File: config.mk
export PLATFORM = sky130hd
export DESIGN_NAME = xm_reg_interface
export DESIGN_NICKNAME = d
export VERILOG_FILES = /design/src/design/vram_regs_pkg.sv /design/src/design/vram_req_if.sv /design/src/design/tenth_ms_timer.sv /design/src/design/vram_access_fsm.sv /design/src/design/xm_reg_file.sv /design/src/design/xm_reg_interface.sv
export SDC_FILE = /design/constraint.sdc
export NUM_CORES = 1
export LEC_CHECK = 0
export ABC_AREA = 1
export BUFFER_PORTS_ARGS = -buffer_cell sky130_fd_sc_hd__buf_2
export CORE_ASPECT_RATIO = 0.5
export CORE_MARGIN = 2
export CORE_UTILIZATION = 65
export CTS_CLUSTER_DIAMETER = 120
export DETAILED_ROUTE_END_ITERATION = 10
export PLACE_DENSITY = 0.95
export SYNTH_ARGS = -nofsm -noshare
export SYNTH_HDL_FRONTEND = slang
export SYNTH_SLANG_ARGS = --single-unit
File: constraint.sdc
create_clock -name clk -period 5 [get_ports clk]
set_clock_uncertainty 0.05 [all_clocks]
set_input_delay 0.25 -clock clk [delete_from_list [all_inputs] [get_ports clk]]
set_output_delay 0.25 -clock clk [all_outputs]
set_load 0.05 [all_outputs]
File: src/design/vram_regs_pkg.sv
// ==========================================================
// host register map definitions
// ==========================================================

package vram_regs_pkg;

    // bus and memory word types
    typedef logic [15:0] word_t;        // register or vram data word
    typedef logic [15:0] addr_t;        // vram word address
    typedef logic [7:0]  byte_t;        // one host bus byte
    typedef logic [3:0]  reg_num_t;     // host register number
    typedef logic [3:0]  wrmask_t;      // per nibble write enable

    // host register numbers
    localparam reg_num_t XM_SYS_CTRL = 4'h0;    // mem-wait flag and write mask
    localparam reg_num_t XM_TIMER    = 4'h2;    // 1/10 ms timer
    localparam reg_num_t XM_RD_INCR  = 4'h6;    // read address step
    localparam reg_num_t XM_RD_ADDR  = 4'h7;    // read address, odd byte starts pre-read
    localparam reg_num_t XM_WR_INCR  = 4'h8;    // write address step
    localparam reg_num_t XM_WR_ADDR  = 4'h9;    // write address
    localparam reg_num_t XM_DATA     = 4'hA;    // vram data port
    localparam reg_num_t XM_DATA_2   = 4'hB;    // second alias of data port

    // timer rate as reduced fraction clk_hz / tick_hz
    // sim values give one tick per 50 clocks
    localparam int TICK_CLK_REDUCED = 50;       // reduced clock rate
    localparam int TICK_HZ_REDUCED  = 1;        // reduced tick rate

    // one extra bit so the accumulator can go negative
    localparam int TICK_FRAC_BITS = $clog2(TICK_CLK_REDUCED) + 1;

    // signed tick accumulator word
    typedef logic signed [TICK_FRAC_BITS-1:0] tick_frac_t;

    // write mask after reset, every nibble writable
    localparam wrmask_t WRMASK_RESET = 4'b1111;

endpackage

File: src/design/vram_req_if.sv
// ==========================================================
// vram request channel
// ==========================================================
`default_nettype none
`timescale 1ns/1ps

interface vram_req_if;

    logic                   rd_req;     // read start pulse
    logic                   wr_req;     // write start pulse
    vram_regs_pkg::addr_t   addr;       // access address
    vram_regs_pkg::word_t   wdata;      // write data
    vram_regs_pkg::wrmask_t wrmask;     // nibble write mask
    logic                   busy;       // access pending
    logic                   rd_done;    // read finished pulse
    logic                   wr_done;    // write finished pulse
    vram_regs_pkg::word_t   rdata;      // captured read word

    // register file side, issues requests
    modport regs (
        output rd_req, wr_req, addr, wdata, wrmask,
        input  busy, rd_done, wr_done, rdata
    );

    // sequencer side, serves requests
    modport seq (
        input  rd_req, wr_req, addr, wdata, wrmask,
        output busy, rd_done, wr_done, rdata
    );

endinterface

`default_nettype wire

File: src/design/tenth_ms_timer.sv
// ==========================================================
// 1/10 ms timer
// ==========================================================
`default_nettype none
`timescale 1ns/1ps

module tenth_ms_timer (
    input  wire logic           clk,            // system clock
    input  wire logic           reset_i,        // sync reset
    output vram_regs_pkg::word_t timer_o        // free running tick count
);

    // accumulator steps hz each clock, pays back clk on a tick
    // so an uneven clock/tick ratio still averages out exactly
    vram_regs_pkg::tick_frac_t  frac_q;         // fractional phase
    vram_regs_pkg::tick_frac_t  step_idle;      // step without tick
    vram_regs_pkg::tick_frac_t  step_tick;      // step with tick
    logic                       tick;           // phase crossed zero

    assign step_idle = vram_regs_pkg::tick_frac_t'(vram_regs_pkg::TICK_HZ_REDUCED);
    assign step_tick = vram_regs_pkg::tick_frac_t'(vram_regs_pkg::TICK_HZ_REDUCED
                                                 - vram_regs_pkg::TICK_CLK_REDUCED);

    // non-negative phase means a tick is due
    assign tick = ~frac_q[vram_regs_pkg::TICK_FRAC_BITS-1];

    always_ff @(posedge clk) begin
        if (reset_i) begin
            frac_q  <= '0;
            timer_o <= '0;
        end else begin
            if (tick) begin
                frac_q  <= frac_q + step_tick;      // pay back one period
                timer_o <= timer_o + 16'd1;         // count 1/10 ms
            end else begin
                frac_q  <= frac_q + step_idle;      // creep toward zero
            end
        end
    end

endmodule

`default_nettype wire

File: src/design/vram_access_fsm.sv
// ==========================================================
// vram access sequencer
// ==========================================================
`default_nettype none
`timescale 1ns/1ps

module vram_access_fsm (
    input  wire logic               clk,            // system clock
    input  wire logic               reset_i,        // sync reset
    vram_req_if.seq                 req,            // request channel from regs
    input  wire logic               vram_ack_i,     // vram access done
    input  wire vram_regs_pkg::word_t vram_data_i,  // read data, valid with ack
    output logic                    vram_sel_o,     // vram select, held until ack
    output logic                    vram_wr_o,      // write when high
    output vram_regs_pkg::wrmask_t  vram_wrmask_o,  // nibble write mask
    output vram_regs_pkg::addr_t    vram_addr_o,    // access address
    output vram_regs_pkg::word_t    vram_data_o     // write data
);

    // state lives in the two select flops
    //   idle          sel=0
    //   read pending  sel=1 wr=0
    //   write pending sel=1 wr=1
    logic   ack_taken;                              // pending access acknowledged
    logic   new_req;                                // any request this cycle

    assign ack_taken = vram_sel_o & vram_ack_i;
    assign new_req   = req.rd_req | req.wr_req;
    assign req.busy  = vram_sel_o;                  // pending until ack edge

    always_ff @(posedge clk) begin
        if (reset_i) begin
            vram_sel_o  <= 1'b0;
            vram_wr_o   <= 1'b0;
            req.rd_done <= 1'b0;
            req.wr_done <= 1'b0;
        end else begin
            req.rd_done <= ack_taken & ~vram_wr_o;  // one cycle after ack
            req.wr_done <= ack_taken & vram_wr_o;
            if (ack_taken) begin
                vram_sel_o <= 1'b0;                 // back to idle
                vram_wr_o  <= 1'b0;
            end
            // a request, even while busy, replaces what is pending
            if (req.wr_req) begin
                vram_sel_o <= 1'b1;                 // write pending
                vram_wr_o  <= 1'b1;
            end else if (req.rd_req) begin
                vram_sel_o <= 1'b1;                 // read pending
                vram_wr_o  <= 1'b0;
            end
        end
    end

    // payload, captured with the request and frozen until ack
    always_ff @(posedge clk) begin
        if (new_req) begin
            vram_addr_o   <= req.addr;
            vram_data_o   <= req.wdata;
            vram_wrmask_o <= req.wrmask;
        end
        if (ack_taken && !vram_wr_o) begin
            req.rdata <= vram_data_i;               // read word at ack
        end
    end

endmodule

`default_nettype wire

File: src/design/xm_reg_file.sv
// ==========================================================
// host register file
// ==========================================================
`default_nettype none
`timescale 1ns/1ps

module xm_reg_file (
    input  wire logic                   clk,                // system clock
    input  wire logic                   reset_i,            // sync reset
    input  wire logic                   bus_write_strobe_i, // byte write, one cycle
    input  wire logic                   bus_read_strobe_i,  // byte read, one cycle
    input  wire vram_regs_pkg::reg_num_t bus_reg_num_i,     // register number
    input  wire logic                   bus_bytesel_i,      // 0 even byte, 1 odd byte
    input  wire vram_regs_pkg::byte_t   bus_data_i,         // write byte
    input  wire vram_regs_pkg::word_t   timer_i,            // live timer word
    vram_req_if.regs                    req,                // vram request channel
    output vram_regs_pkg::byte_t        bus_data_o          // read byte
);

    vram_regs_pkg::byte_t   hold_q;         // even byte for control regs
    vram_regs_pkg::byte_t   data_even_q;    // even byte for DATA port
    vram_regs_pkg::word_t   rd_incr_q;      // RD_INCR
    vram_regs_pkg::addr_t   rd_addr_q;      // RD_ADDR
    vram_regs_pkg::word_t   wr_incr_q;      // WR_INCR
    vram_regs_pkg::addr_t   wr_addr_q;      // WR_ADDR
    vram_regs_pkg::wrmask_t wrmask_q;       // nibble write mask
    vram_regs_pkg::word_t   data_q;         // last pre-read word
    vram_regs_pkg::byte_t   timer_lo_q;     // timer low byte, latched
    logic                   rd_incr_flag;   // step RD_ADDR next edge
    logic                   wr_incr_flag;   // step WR_ADDR next edge

    vram_regs_pkg::word_t   bus_word;       // held even byte + odd byte
    vram_regs_pkg::word_t   rd_word;        // selected register for read
    logic                   is_data;        // DATA or DATA_2 addressed
    logic                   rd_addr_wr;     // odd write to RD_ADDR
    logic                   data_wr;        // odd write to DATA
    logic                   data_rd;        // odd read of DATA

    assign bus_word   = {hold_q, bus_data_i};
    assign is_data    = (bus_reg_num_i == vram_regs_pkg::XM_DATA) ||
                        (bus_reg_num_i == vram_regs_pkg::XM_DATA_2);
    assign rd_addr_wr = bus_write_strobe_i & bus_bytesel_i &
                        (bus_reg_num_i == vram_regs_pkg::XM_RD_ADDR);
    assign data_wr    = bus_write_strobe_i & bus_bytesel_i & is_data;
    assign data_rd    = bus_read_strobe_i & bus_bytesel_i & is_data;

    // requests leave in the strobe cycle, sequencer registers them
    assign req.rd_req = rd_addr_wr | data_rd;       // pre-read
    assign req.wr_req = data_wr;
    assign req.wdata  = {data_even_q, bus_data_i};
    assign req.wrmask = wrmask_q;

    always_comb begin
        if (data_wr) begin
            req.addr = wr_addr_q;
        end else if (rd_addr_wr) begin
            req.addr = bus_word;                    // new RD_ADDR value
        end else begin
            req.addr = rd_addr_q;                   // next stream word
        end
    end

    always_ff @(posedge clk) begin
        if (reset_i) begin
            hold_q       <= '0;
            data_even_q  <= '0;
            rd_incr_q    <= '0;
            rd_addr_q    <= '0;
            wr_incr_q    <= '0;
            wr_addr_q    <= '0;
            wrmask_q     <= vram_regs_pkg::WRMASK_RESET;
            data_q       <= '0;
            timer_lo_q   <= '0;
            rd_incr_flag <= 1'b0;
            wr_incr_flag <= 1'b0;
        end else begin
            rd_incr_flag <= req.rd_done;
            wr_incr_flag <= req.wr_done;
            if (req.rd_done) begin
                data_q <= req.rdata;                // keep for next DATA read
            end
            if (rd_incr_flag) begin
                rd_addr_q <= rd_addr_q + rd_incr_q;
            end
            if (wr_incr_flag) begin
                wr_addr_q <= wr_addr_q + wr_incr_q;
            end
            // host writes come last so they win over an auto step
            if (bus_write_strobe_i && !bus_bytesel_i) begin
                if (is_data) begin
                    data_even_q <= bus_data_i;
                end else begin
                    hold_q <= bus_data_i;
                end
            end
            if (bus_write_strobe_i && bus_bytesel_i) begin
                case (bus_reg_num_i)
                    vram_regs_pkg::XM_SYS_CTRL: wrmask_q  <= bus_data_i[3:0];
                    vram_regs_pkg::XM_RD_INCR:  rd_incr_q <= bus_word;
                    vram_regs_pkg::XM_RD_ADDR:  rd_addr_q <= bus_word;
                    vram_regs_pkg::XM_WR_INCR:  wr_incr_q <= bus_word;
                    vram_regs_pkg::XM_WR_ADDR:  wr_addr_q <= bus_word;
                    default: begin
                    end
                endcase
            end
            if (bus_read_strobe_i && !bus_bytesel_i) begin
                timer_lo_q <= timer_i[7:0];         // coherent word for odd read
            end
        end
    end

    always_comb begin
        case (bus_reg_num_i)
            vram_regs_pkg::XM_SYS_CTRL: rd_word = {req.busy, 11'b0, wrmask_q};
            vram_regs_pkg::XM_TIMER:    rd_word = {timer_i[15:8], timer_lo_q};
            vram_regs_pkg::XM_RD_INCR:  rd_word = rd_incr_q;
            vram_regs_pkg::XM_RD_ADDR:  rd_word = rd_addr_q;
            vram_regs_pkg::XM_WR_INCR:  rd_word = wr_incr_q;
            vram_regs_pkg::XM_WR_ADDR:  rd_word = wr_addr_q;
            vram_regs_pkg::XM_DATA,
            vram_regs_pkg::XM_DATA_2:   rd_word = data_q;
            default:                    rd_word = '0;   // unused numbers
        endcase
    end

    // even byte is the high half
    assign bus_data_o = bus_bytesel_i ? rd_word[7:0] : rd_word[15:8];

endmodule

`default_nettype wire

File: src/design/xm_reg_interface.sv
// ==========================================================
// host register interface top
// ==========================================================
`default_nettype none
`timescale 1ns/1ps

module xm_reg_interface (
    input  wire logic                   clk,                // system clock
    input  wire logic                   reset_i,            // sync reset
    // host bus, already synchronized
    input  wire logic                   bus_write_strobe_i, // byte write strobe
    input  wire logic                   bus_read_strobe_i,  // byte read strobe
    input  wire vram_regs_pkg::reg_num_t bus_reg_num_i,     // register number
    input  wire logic                   bus_bytesel_i,      // 0 even, 1 odd
    input  wire vram_regs_pkg::byte_t   bus_data_i,         // write byte
    output vram_regs_pkg::byte_t        bus_data_o,         // read byte, same cycle
    // vram port
    input  wire logic                   vram_ack_i,         // access done
    input  wire vram_regs_pkg::word_t   vram_data_i,        // read data at ack
    output logic                        vram_sel_o,         // select until ack
    output logic                        vram_wr_o,          // write access
    output vram_regs_pkg::wrmask_t      vram_wrmask_o,      // nibble mask
    output vram_regs_pkg::addr_t        vram_addr_o,        // word address
    output vram_regs_pkg::word_t        vram_data_o         // write data
);

    vram_regs_pkg::word_t   timer;      // 1/10 ms count

    vram_req_if req ();                 // regs to sequencer

    tenth_ms_timer u_tenth_ms_timer (
        .clk     (clk),
        .reset_i (reset_i),
        .timer_o (timer)
    );

    xm_reg_file u_xm_reg_file (
        .clk                (clk),
        .reset_i            (reset_i),
        .bus_write_strobe_i (bus_write_strobe_i),
        .bus_read_strobe_i  (bus_read_strobe_i),
        .bus_reg_num_i      (bus_reg_num_i),
        .bus_bytesel_i      (bus_bytesel_i),
        .bus_data_i         (bus_data_i),
        .timer_i            (timer),
        .req                (req.regs),
        .bus_data_o         (bus_data_o)
    );

    vram_access_fsm u_vram_access_fsm (
        .clk           (clk),
        .reset_i       (reset_i),
        .req           (req.seq),
        .vram_ack_i    (vram_ack_i),
        .vram_data_i   (vram_data_i),
        .vram_sel_o    (vram_sel_o),
        .vram_wr_o     (vram_wr_o),
        .vram_wrmask_o (vram_wrmask_o),
        .vram_addr_o   (vram_addr_o),
        .vram_data_o   (vram_data_o)
    );

endmodule

`default_nettype wire

# Word level (Yosys, flattened, before mapping)
# Cells that the tools add are included.
# word_totals
register_bits	189
latch_bits	0
mem_bits_rw	0
rom_bits	0
inputBits	34
output_inout_bits	46
wordCells	76
mem_count	0
# classes
add_sub_neg	5
multipliers	0
n_div	0
n_lt_le_gt_ge	0
eq_ne	7
shifts	0
mux	16
n_bitwise	12
reduce_logical	15
# ops
cell	count
16-bit two-way mux	8
16-bit one-hot mux with 7 select lines	1
16-bit adder	2
16-bit by 1-bit adder with 16-bit output (second input constant)	1
4-bit == test (second input constant)	4
2-bit AND reduction	5
1-bit bitwise AND	8
4-bit by 3-bit == test with 1-bit output (second input constant)	2
8-bit two-way mux	1
7-bit by 2-bit adder with 7-bit output (second input constant)	1
7-bit adder (second input constant)	1
7-bit two-way mux	1
1-bit two-way mux	5
4-bit by 2-bit == test with 1-bit output (second input constant)	1
1-bit logical AND	4
4-bit zero test	1
3-bit nonzero test	1
1-bit zero test	2
1-bit inverter	2
1-bit OR	2
2-bit OR reduction	1
1-bit logical OR	1

# Depth between registers and ports, before layout
# Gate-level depths: netlist of the first run.
# logic_depth
ltp_word	6
ltp_mapped	11
ltp_nobuf	11

# Modules after synthesis
# A second synthesis of the first run with hierarchy kept.
# hier_totals
cells_unflattened	1325
hier_area_um2	9795.6
# by_module_without_submodules
module	n_inst	cells_each	area_each_um2	seq_area_each_um2
xm_reg_file	1	1089	6890.4	2202.1
vram_access_fsm	1	70	1722.9	1641.6
tenth_ms_timer	1	166	1182.4	460.4

# Least setup slack after synthesis of the first run
# Ideal clock, no wire load.
# synth_timing
path_kind	input to output
from	input port bus_reg_num_i[3]
to	output port bus_data_o[6]
arrival_ns	1.895
required_ns	4.700
path_slack_ns	2.805
path_stages	8
n_path_buf	0
cell_sequence	inv_1 > nor2_4 > nand2_2 > inv_2 > nand2_1 > o21ai_0 > nor3_1 > o21ai_0
# synth_via
elab_chain_cells	4
word_cells_on_any_way	11
cone_classes	eq/ne: 7; mux: 2; reduce/logical: 2
# synth_lines
item	line	text
start: declaration	xm_reg_interface.sv:13	input wire vram_regs_pkg::reg_num_t bus_reg_num_i,
4-bit == test	xm_reg_file.sv:114	case (bus_reg_num_i)
2-bit OR reduction	xm_reg_file.sv:114	
16-bit one-hot mux with 7 select lines (*)	xm_reg_file.sv:114	
8-bit two-way mux (*)	xm_reg_file.sv:128	assign bus_data_o = bus_bytesel_i ? rd_word[7:0] : rd_word[15:8];
end: declaration	xm_reg_interface.sv:16	output vram_regs_pkg::byte_t bus_data_o,
# Every way passes the cells marked *; elsewhere a longest branch is shown, timed or not.

# Worst setup path after layout of the first run
# layout_timing
from	input port bus_bytesel_i
to	register u_vram_access_fsm.vram_addr_o[1], enable pin
# layout_via
elab_chain_cells	4
word_cells_on_any_way	7
cone_classes	bitwise: 7
# layout_lines
item	line	text
start: declaration	xm_reg_interface.sv:14	input wire logic bus_bytesel_i,
1-bit bitwise AND, on equally long branches	xm_reg_file.sv:42, xm_reg_file.sv:44, xm_reg_file.sv:45	
1-bit bitwise AND, on equally long branches	xm_reg_file.sv:42, xm_reg_file.sv:45	
1-bit OR	xm_reg_file.sv:48	assign req.rd_req = rd_addr_wr | data_rd;
1-bit OR (*)	vram_access_fsm.sv:28	assign new_req = req.rd_req | req.wr_req;
via u_vram_access_fsm.new_req	vram_access_fsm.sv:25	logic new_req;
end signal: assignment	vram_access_fsm.sv:58	vram_addr_o <= req.addr;
end: declaration	vram_access_fsm.sv:16	output vram_regs_pkg::addr_t vram_addr_o,
# The timed path passes the listed nets; every way through them passes the cells marked *.
# A chain may end at the register's enable or synchronous reset.

==> impl_metrics.yaml, run 1 <==
placement:
  portBuffers: 79
  place_congestion: 1.04
  dp_slack_ns: 2.04
  dpl.hpwl_microns: 21500
critical_path:
  critPathTopFamily: "buffers and inverters"
  cp.depth: 8
  reg2reg_from: "u_xm_reg_file.wr_addr_q[0]"
  path_class: "input pin to flip-flop"
  arrival_ns: 2.66
  crit_path_start_kind: "input pin"
  r2r_cells: 11
  max_stage_delay_ns: 0.57
  cp.buffers_inverters: 4
  crit_start: "bus_bytesel_i"
  critical-path-slowest-cell: "inv_1"
  crit_chain: "buf_2, nand2_1, inv_2, nand2_2, o31ai_2, nor2_2, inv_1, buf_4"
  critPathRequiredTime_ns: 5.08
  cp_max_fo: 22
  setup.worst_path.end_class: "flip-flop"
drt:
  via_per_inst: 6.01
  ant_nets: 0
  vias: 9338
  drc: 0
  drt_first_pass_iters: 7
  drt_iter0_drc: 1399
  routedWlPerCell_microns: 19.3
  wl_microns: 30000
timing:
  fmax_ghz: 0.387
  hold_viol_final: 0
  fin_ws_ns: 2.42
  setup_violations: 0
  period_share_pct: 51.7
  relSlewSlack_pct: 22.6
  drv_slew: 0
  tightestPinTransition_ns: 1.16
  rsz0062_at_grt: "no"
  timing.final.crit_period_ns: 2.58
  finalSetupTns_ns: 0
cts:
  cts_resized: 0
  postCtsSetupBuffers: 0
  clock_latency_ns: 0.44
  cts-root-buf: "clkbuf_16"
  numCtsBuffers: 17
  ctsHoldBuffers: 16
  htreeDepth: 4
  clk_pin_slew_ns: 0.09
  cts_tree: "built"
  clockBufferDepth: 2
  numClockSinks: 189
power_and_ir_drop:
  p_per_area_nw_per_um2: 304
  p_leak_uw: 0.00470
  vdd_ir_drop_max_mv: 0.187
cells_and_area:
  drive_above_1_share_pct: 10.6
  nNetsFinal: 1413
  regArea_sq_um: 4300
  multi_input_area_sq_um: 4480
  antenna_cells: 0
  layout_commonest_cell: "nand2_1"
  fill_cells: 1064
  syn_to_final_growth_pct: 13.0
  layout_common_cells: "nand2_1, dfxtp_1, inv_1"
global_route:
  track_usage_pct: 38.2
  antenna_found_initial: 0
  grt_pass1_vias: 8037
  grt_pass1_wl_microns: 44600
  use_met1_pct: 52.5
  grt_max_degree: 56
  grtUsageMet3_pct: 15.6
  grt_busiest_layer: "met2"
  met2_usage_pct: 56.0
  grt_overflow: 0
yosys:
  yosys-top-cells-area: "dfxtp_1, edfxtp_1, nand2_1"
  synth_nets: 1338
  synth_top_family_by_area: "simple AND/OR/NAND/NOR gates"
  synth-simple-area-share_pct: 23.7
  post-synth-top-area-cell: "dfxtp_1"
  yosysUniqueCellTypes: 42
  synth_top_area_share_pct: 28.7
  seq_area_frac_synth_pct: 45.1
  syn-instance-count: 1267
  synthAdderAreaFrac_pct: 5.09
  synth_mux_area_share_pct: 0
  ys_ff_latch: 189
  synth_area_sq_um: 9540
  synth_xor_area_share_pct: 1.38
  avgSynthCellArea_sq_um: 7.53
  synth-compound-area-share_pct: 16.7
  ys_warn_count: 0
run:
  drv_cap: 0
die:
  fp.dieArea_sq_um: 15700
  initial_core_util_pct: 66.3
  rows: 31
  die_h_microns: 89.7
  ios: 80
  die_w_microns: 175
  core_sq_um: 14400
min_path:
  hold_path_class: "input pin to flip-flop"
  min_from: "bus_data_i[0]"
  hold_depth: 1
outcome:
  status: "completed"
## routing by layer
metal	wire length, microns	up-vias	part of all wire (%)
li1	-	4358	-
met1	12000	4254	40
met5	0	-	0
met3	5100	73	17
met4	602	0	2.0
met2	12300	653	41
## flip-flops by register name (all words and copies together) (netlist names), 4 cells and up
register / cells
u_xm_reg_file.rd_incr_q: 16
u_xm_reg_file.timer_lo_q: 8
u_xm_reg_file.rd_addr_q: 16
u_vram_access_fsm.req.rdata: 16
u_xm_reg_file.req.wrmask: 4
u_vram_access_fsm.vram_addr_o: 16
u_vram_access_fsm.vram_data_o: 16
u_tenth_ms_timer.timer_o: 16
u_xm_reg_file.data_even_q: 8
u_xm_reg_file.wr_addr_q: 16
u_xm_reg_file.data_q: 16
u_xm_reg_file.hold_q: 8
u_vram_access_fsm.vram_wrmask_o: 4
u_xm_reg_file.wr_incr_q: 16
u_tenth_ms_timer.frac_q: 7
## cells in the mapped netlist, drive strengths merged
master,count
nand2,306
inv,143
dfxtp,137
nor2,130
a21oi,126
o21ai,126
nand3,66
edfxtp,52
ha,34
clkbuf,24
buf,19
nor3,17
nand4,14
a31oi,11
o22ai,11
o211ai,9
xor2,9
nand3b,6
xnor2,6
a22oi,4
o31ai,4
clkinv,3
fa,3
o2111ai,2
o21bai,2
a22o,1
o211a,1
o21a,1
## power breakdown
group / internal [uW] / switching [uW]
Combinational: 66.3 / 163
Clock: 686 / 720
Sequential: 1610 / 30.9
Total: 2360 / 914
## stage by stage
stage / area [sq um] / instances / util [%] / total power (uW) / hold slack, ns
2_1_floorplan: 9540 / 1267 / - / 1800 / 0.299
3_3_place_gp: 10000 / 1505 / 69.5 / 1870 / 0.341
3_5_place_dp: 10000 / 1505 / 69.5 / 1880 / 0.352
4_1_cts: 10800 / 1553 / 74.9 / 3240 / 0.00774
5_1_grt: 10800 / 1553 / 74.9 / 3330 / 0.00488
6_report: 10800 / 1553 / 74.9 / 3270 / 0.0207
## worst register-to-register path: stages, from the launching register on
cell	delay [ns]
dfxtp_1	0.33
ha_1	0.25
fa_1	0.45
nand3_1	0.12
nand2_1	0.13
nand2_1	0.11
nand2_1	0.13
nand3_1	0.13
nand2_1	0.06
nand2_1	0.06
nand3_1	0.13
a21oi_1	0.16
## layout make-up
class	count	share of cell area [%]
Multi-Input combinational cell	889	41.5
Sequential cell	189	39.9
Timing Repair Buffer	99	5.43
Inverter	146	5.08
Clock buffer	17	3.95
Tap cell	198	2.30
Clock inverter	15	1.76
## worst paths after layout
check	endpoint	slack, ns
worst max-delay path	u_vram_access_fsm.vram_addr_o[1]	2.42
worst min-delay path	u_vram_access_fsm.vram_data_o[0]	0.02
worst max register to register	u_xm_reg_file.wr_addr_q[14]	2.80
worst min register to register	u_xm_reg_file.wr_incr_flag	0.36
## cells by family after synthesis
group	after synthesis
flops	189
xor+xnor	15
fa+ha+maj	37
simple gates	539
compound gates	298
buf+inv	189
No activity file was read; power rests on OpenSTA's default activity.
==> run 2, diff against run 1 <==
- CORE_UTILIZATION: 65 -> 60
- PLACE_DENSITY: 0.95 -> 0.91
- clock period: 5 -> 2.57 ns (I/O delays scaled with it)
==> run 2 against run 1 <==
Sequential share of layout area is 0.58 points lower; register-to-register slack worse by 2.2 ns; highest routed layer unchanged; worst setup slack worse by 1.8 ns; global-route usage is 1.9 points lower; via count is 1.8% higher; combinational power is 100% higher; critical path type is now flip-flop to flip-flop; cell area is 1.5% higher; cell count is 1.5% higher.
==> impl_metrics.yaml, run 2 (synthesis results as in run 1) <==
critical_path:
  crit_chain: "ha_1, nand2_1, inv_1, a21oi_1, nor2_1, nor2_1, nand2_1, nand2_1, nand3_1, a21oi_1"
  cp.buffers_inverters: 1
  max_stage_delay_ns: 0.44
  arrival_ns: 2.33
  cp_max_fo: 5
  critPathRequiredTime_ns: 2.91
  setup.worst_path.end_class: "flip-flop"
  reg2reg_from: "u_xm_reg_file.wr_addr_q[7]"
  critPathTopFamily: "simple AND/OR/NAND/NOR gates"
  crit_path_start_kind: "flip-flop"
  critical-path-slowest-cell: "dfxtp_1"
  path_class: "flip-flop to flip-flop"
  cp_common_cell: "nand2_1"
  crit_start: "u_xm_reg_file.wr_addr_q[7]"
cts:
  cts-root-buf: "clkbuf_16"
  numClockSinks: 189
  clockBufferDepth: 2
  postCtsSetupBuffers: 0
  htreeDepth: 4
  cts_resized: 0
  cts_tree: "built"
  clk_pin_slew_ns: 0.08
  numCtsBuffers: 17
  clock_latency_ns: 0.45
timing:
  timing.final.crit_period_ns: 1.99
  fmax_ghz: 0.502
  setup_violations: 0
  hold_viol_final: 0
  rsz0062_at_grt: "no"
  finalSetupTns_ns: 0
  fin_ws_ns: 0.579
  drv_slew: 0
  tightestPinTransition_ns: 0.758
  relSlewSlack_pct: 49.3
  period_share_pct: 77.5
die:
  fp.dieArea_sq_um: 17000
  die_w_microns: 182
  initial_core_util_pct: 61.6
  ios: 80
  rows: 32
  core_sq_um: 15500
  die_h_microns: 93.2
power_and_ir_drop:
  p_int_uw: 4630
  swShare_pct: 27.0
  p_leak_uw: 0.00479
  pwr-share-clk_pct: 42.3
  seqPwrFrac_pct: 50.3
  p_switching_uw: 1710
  vdd_ir_drop_max_mv: 0.481
  p_per_area_nw_per_um2: 580
  combPwrFrac_pct: 7.4
placement:
  dp_cells: 1520
  portBuffers: 79
  place_congestion: 1.02
  dpl.hpwl_microns: 21700
  dp_slack_ns: 0.575
cells_and_area:
  regArea_sq_um: 4300
  layout_commonest_cell: "nand2_1"
  layout_common_cells: "nand2_1, dfxtp_1, inv_1"
  drive_above_1_share_pct: 11.1
  multi_input_area_sq_um: 4480
  nNetsFinal: 1430
  fill_cells: 1156
  final_cells: 1577
  syn_to_final_growth_pct: 14.6
global_route:
  grt_pass1_vias: 8487
  track_usage_pct: 36.3
  grt_overflow: 0
  grt_max_degree: 53
  grt_pass1_wl_microns: 46200
  antenna_found_initial: 0
drt:
  drt_iter0_drc: 1252
  wl_microns: 30400
  via_per_inst: 6.03
  ant_nets: 0
  vias: 9509
  drc: 0
  drt_first_pass_iters: 6
  routedWlPerCell_microns: 19.3
outcome:
  status: "completed"
run:
  drv_cap: 0
min_path:
  hold_path_class: "input pin to flip-flop"
  min_from: "bus_data_i[5]"
run 2: changes by cell type in the layout (fill, tap and decap cells not counted), sizes merged:
cell         before  now
buf              83   92
clkbuf           17   18
clkinv           10    6
clkinvlp          1    0
diode             0    1
dlygate4sd3      16   24
inv             150  154
run 2: per-stage QoR:
stage	instance area (sq um)	power (uW)	utilization [%]	hold slack, ns
after floorplan	9540	3510	-	0.177
after global placement	10100	3650	65.2	0.256
after detailed placement	10100	3670	65.2	0.257
after CTS	10900	6310	70.6	0.0193
after global routing	10900	6490	70.6	0.0256
final	10900	6340	70.6	0.0517
run 2: what timing repair did:
action | CTS | global route
hold endpoints to repair | 32 | 0
hold buffers | 24 | 0
setup endpoints to repair | 0 | 0
run 2: power by group through the flow:
stage / clock, uW / combinational [uW] / sequential, uW
3_5_place_dp: 0 / 420 / 3250
4_1_cts: 2680 / 457 / 3180
5_1_grt: 2800 / 503 / 3190
3_3_place_gp: 0 / 405 / 3240
2_1_floorplan: 0 / 229 / 3280
6_report: 2680 / 469 / 3190
run 2: metal layers:
metal	wire length [microns]	global-route usage, %
met3	4960	12.9
met2	12700	54.0
met1	12200	50.4
met4	614	9.07
met5	0	0
run 2: cell type report:
class	count	share of cell area (%)
Tap cell	204	2.33
Clock inverter	14	1.29
Antenna cell	1	0.0229
Multi-Input combinational cell	889	40.9
Inverter	146	5.01
Sequential cell	189	39.4
Clock buffer	18	4.12
Timing Repair Buffer	116	6.93
run 2: final timing paths:
check | to | slack, ns | cells after the start
max | u_xm_reg_file.wr_addr_q[13] | 0.58 | 10
min | u_vram_access_fsm.vram_data_o[5] | 0.05 | 1
max reg2reg | u_xm_reg_file.wr_addr_q[13] | 0.58 | 10
min reg2reg | u_xm_reg_file.wr_incr_flag | 0.37 | 2
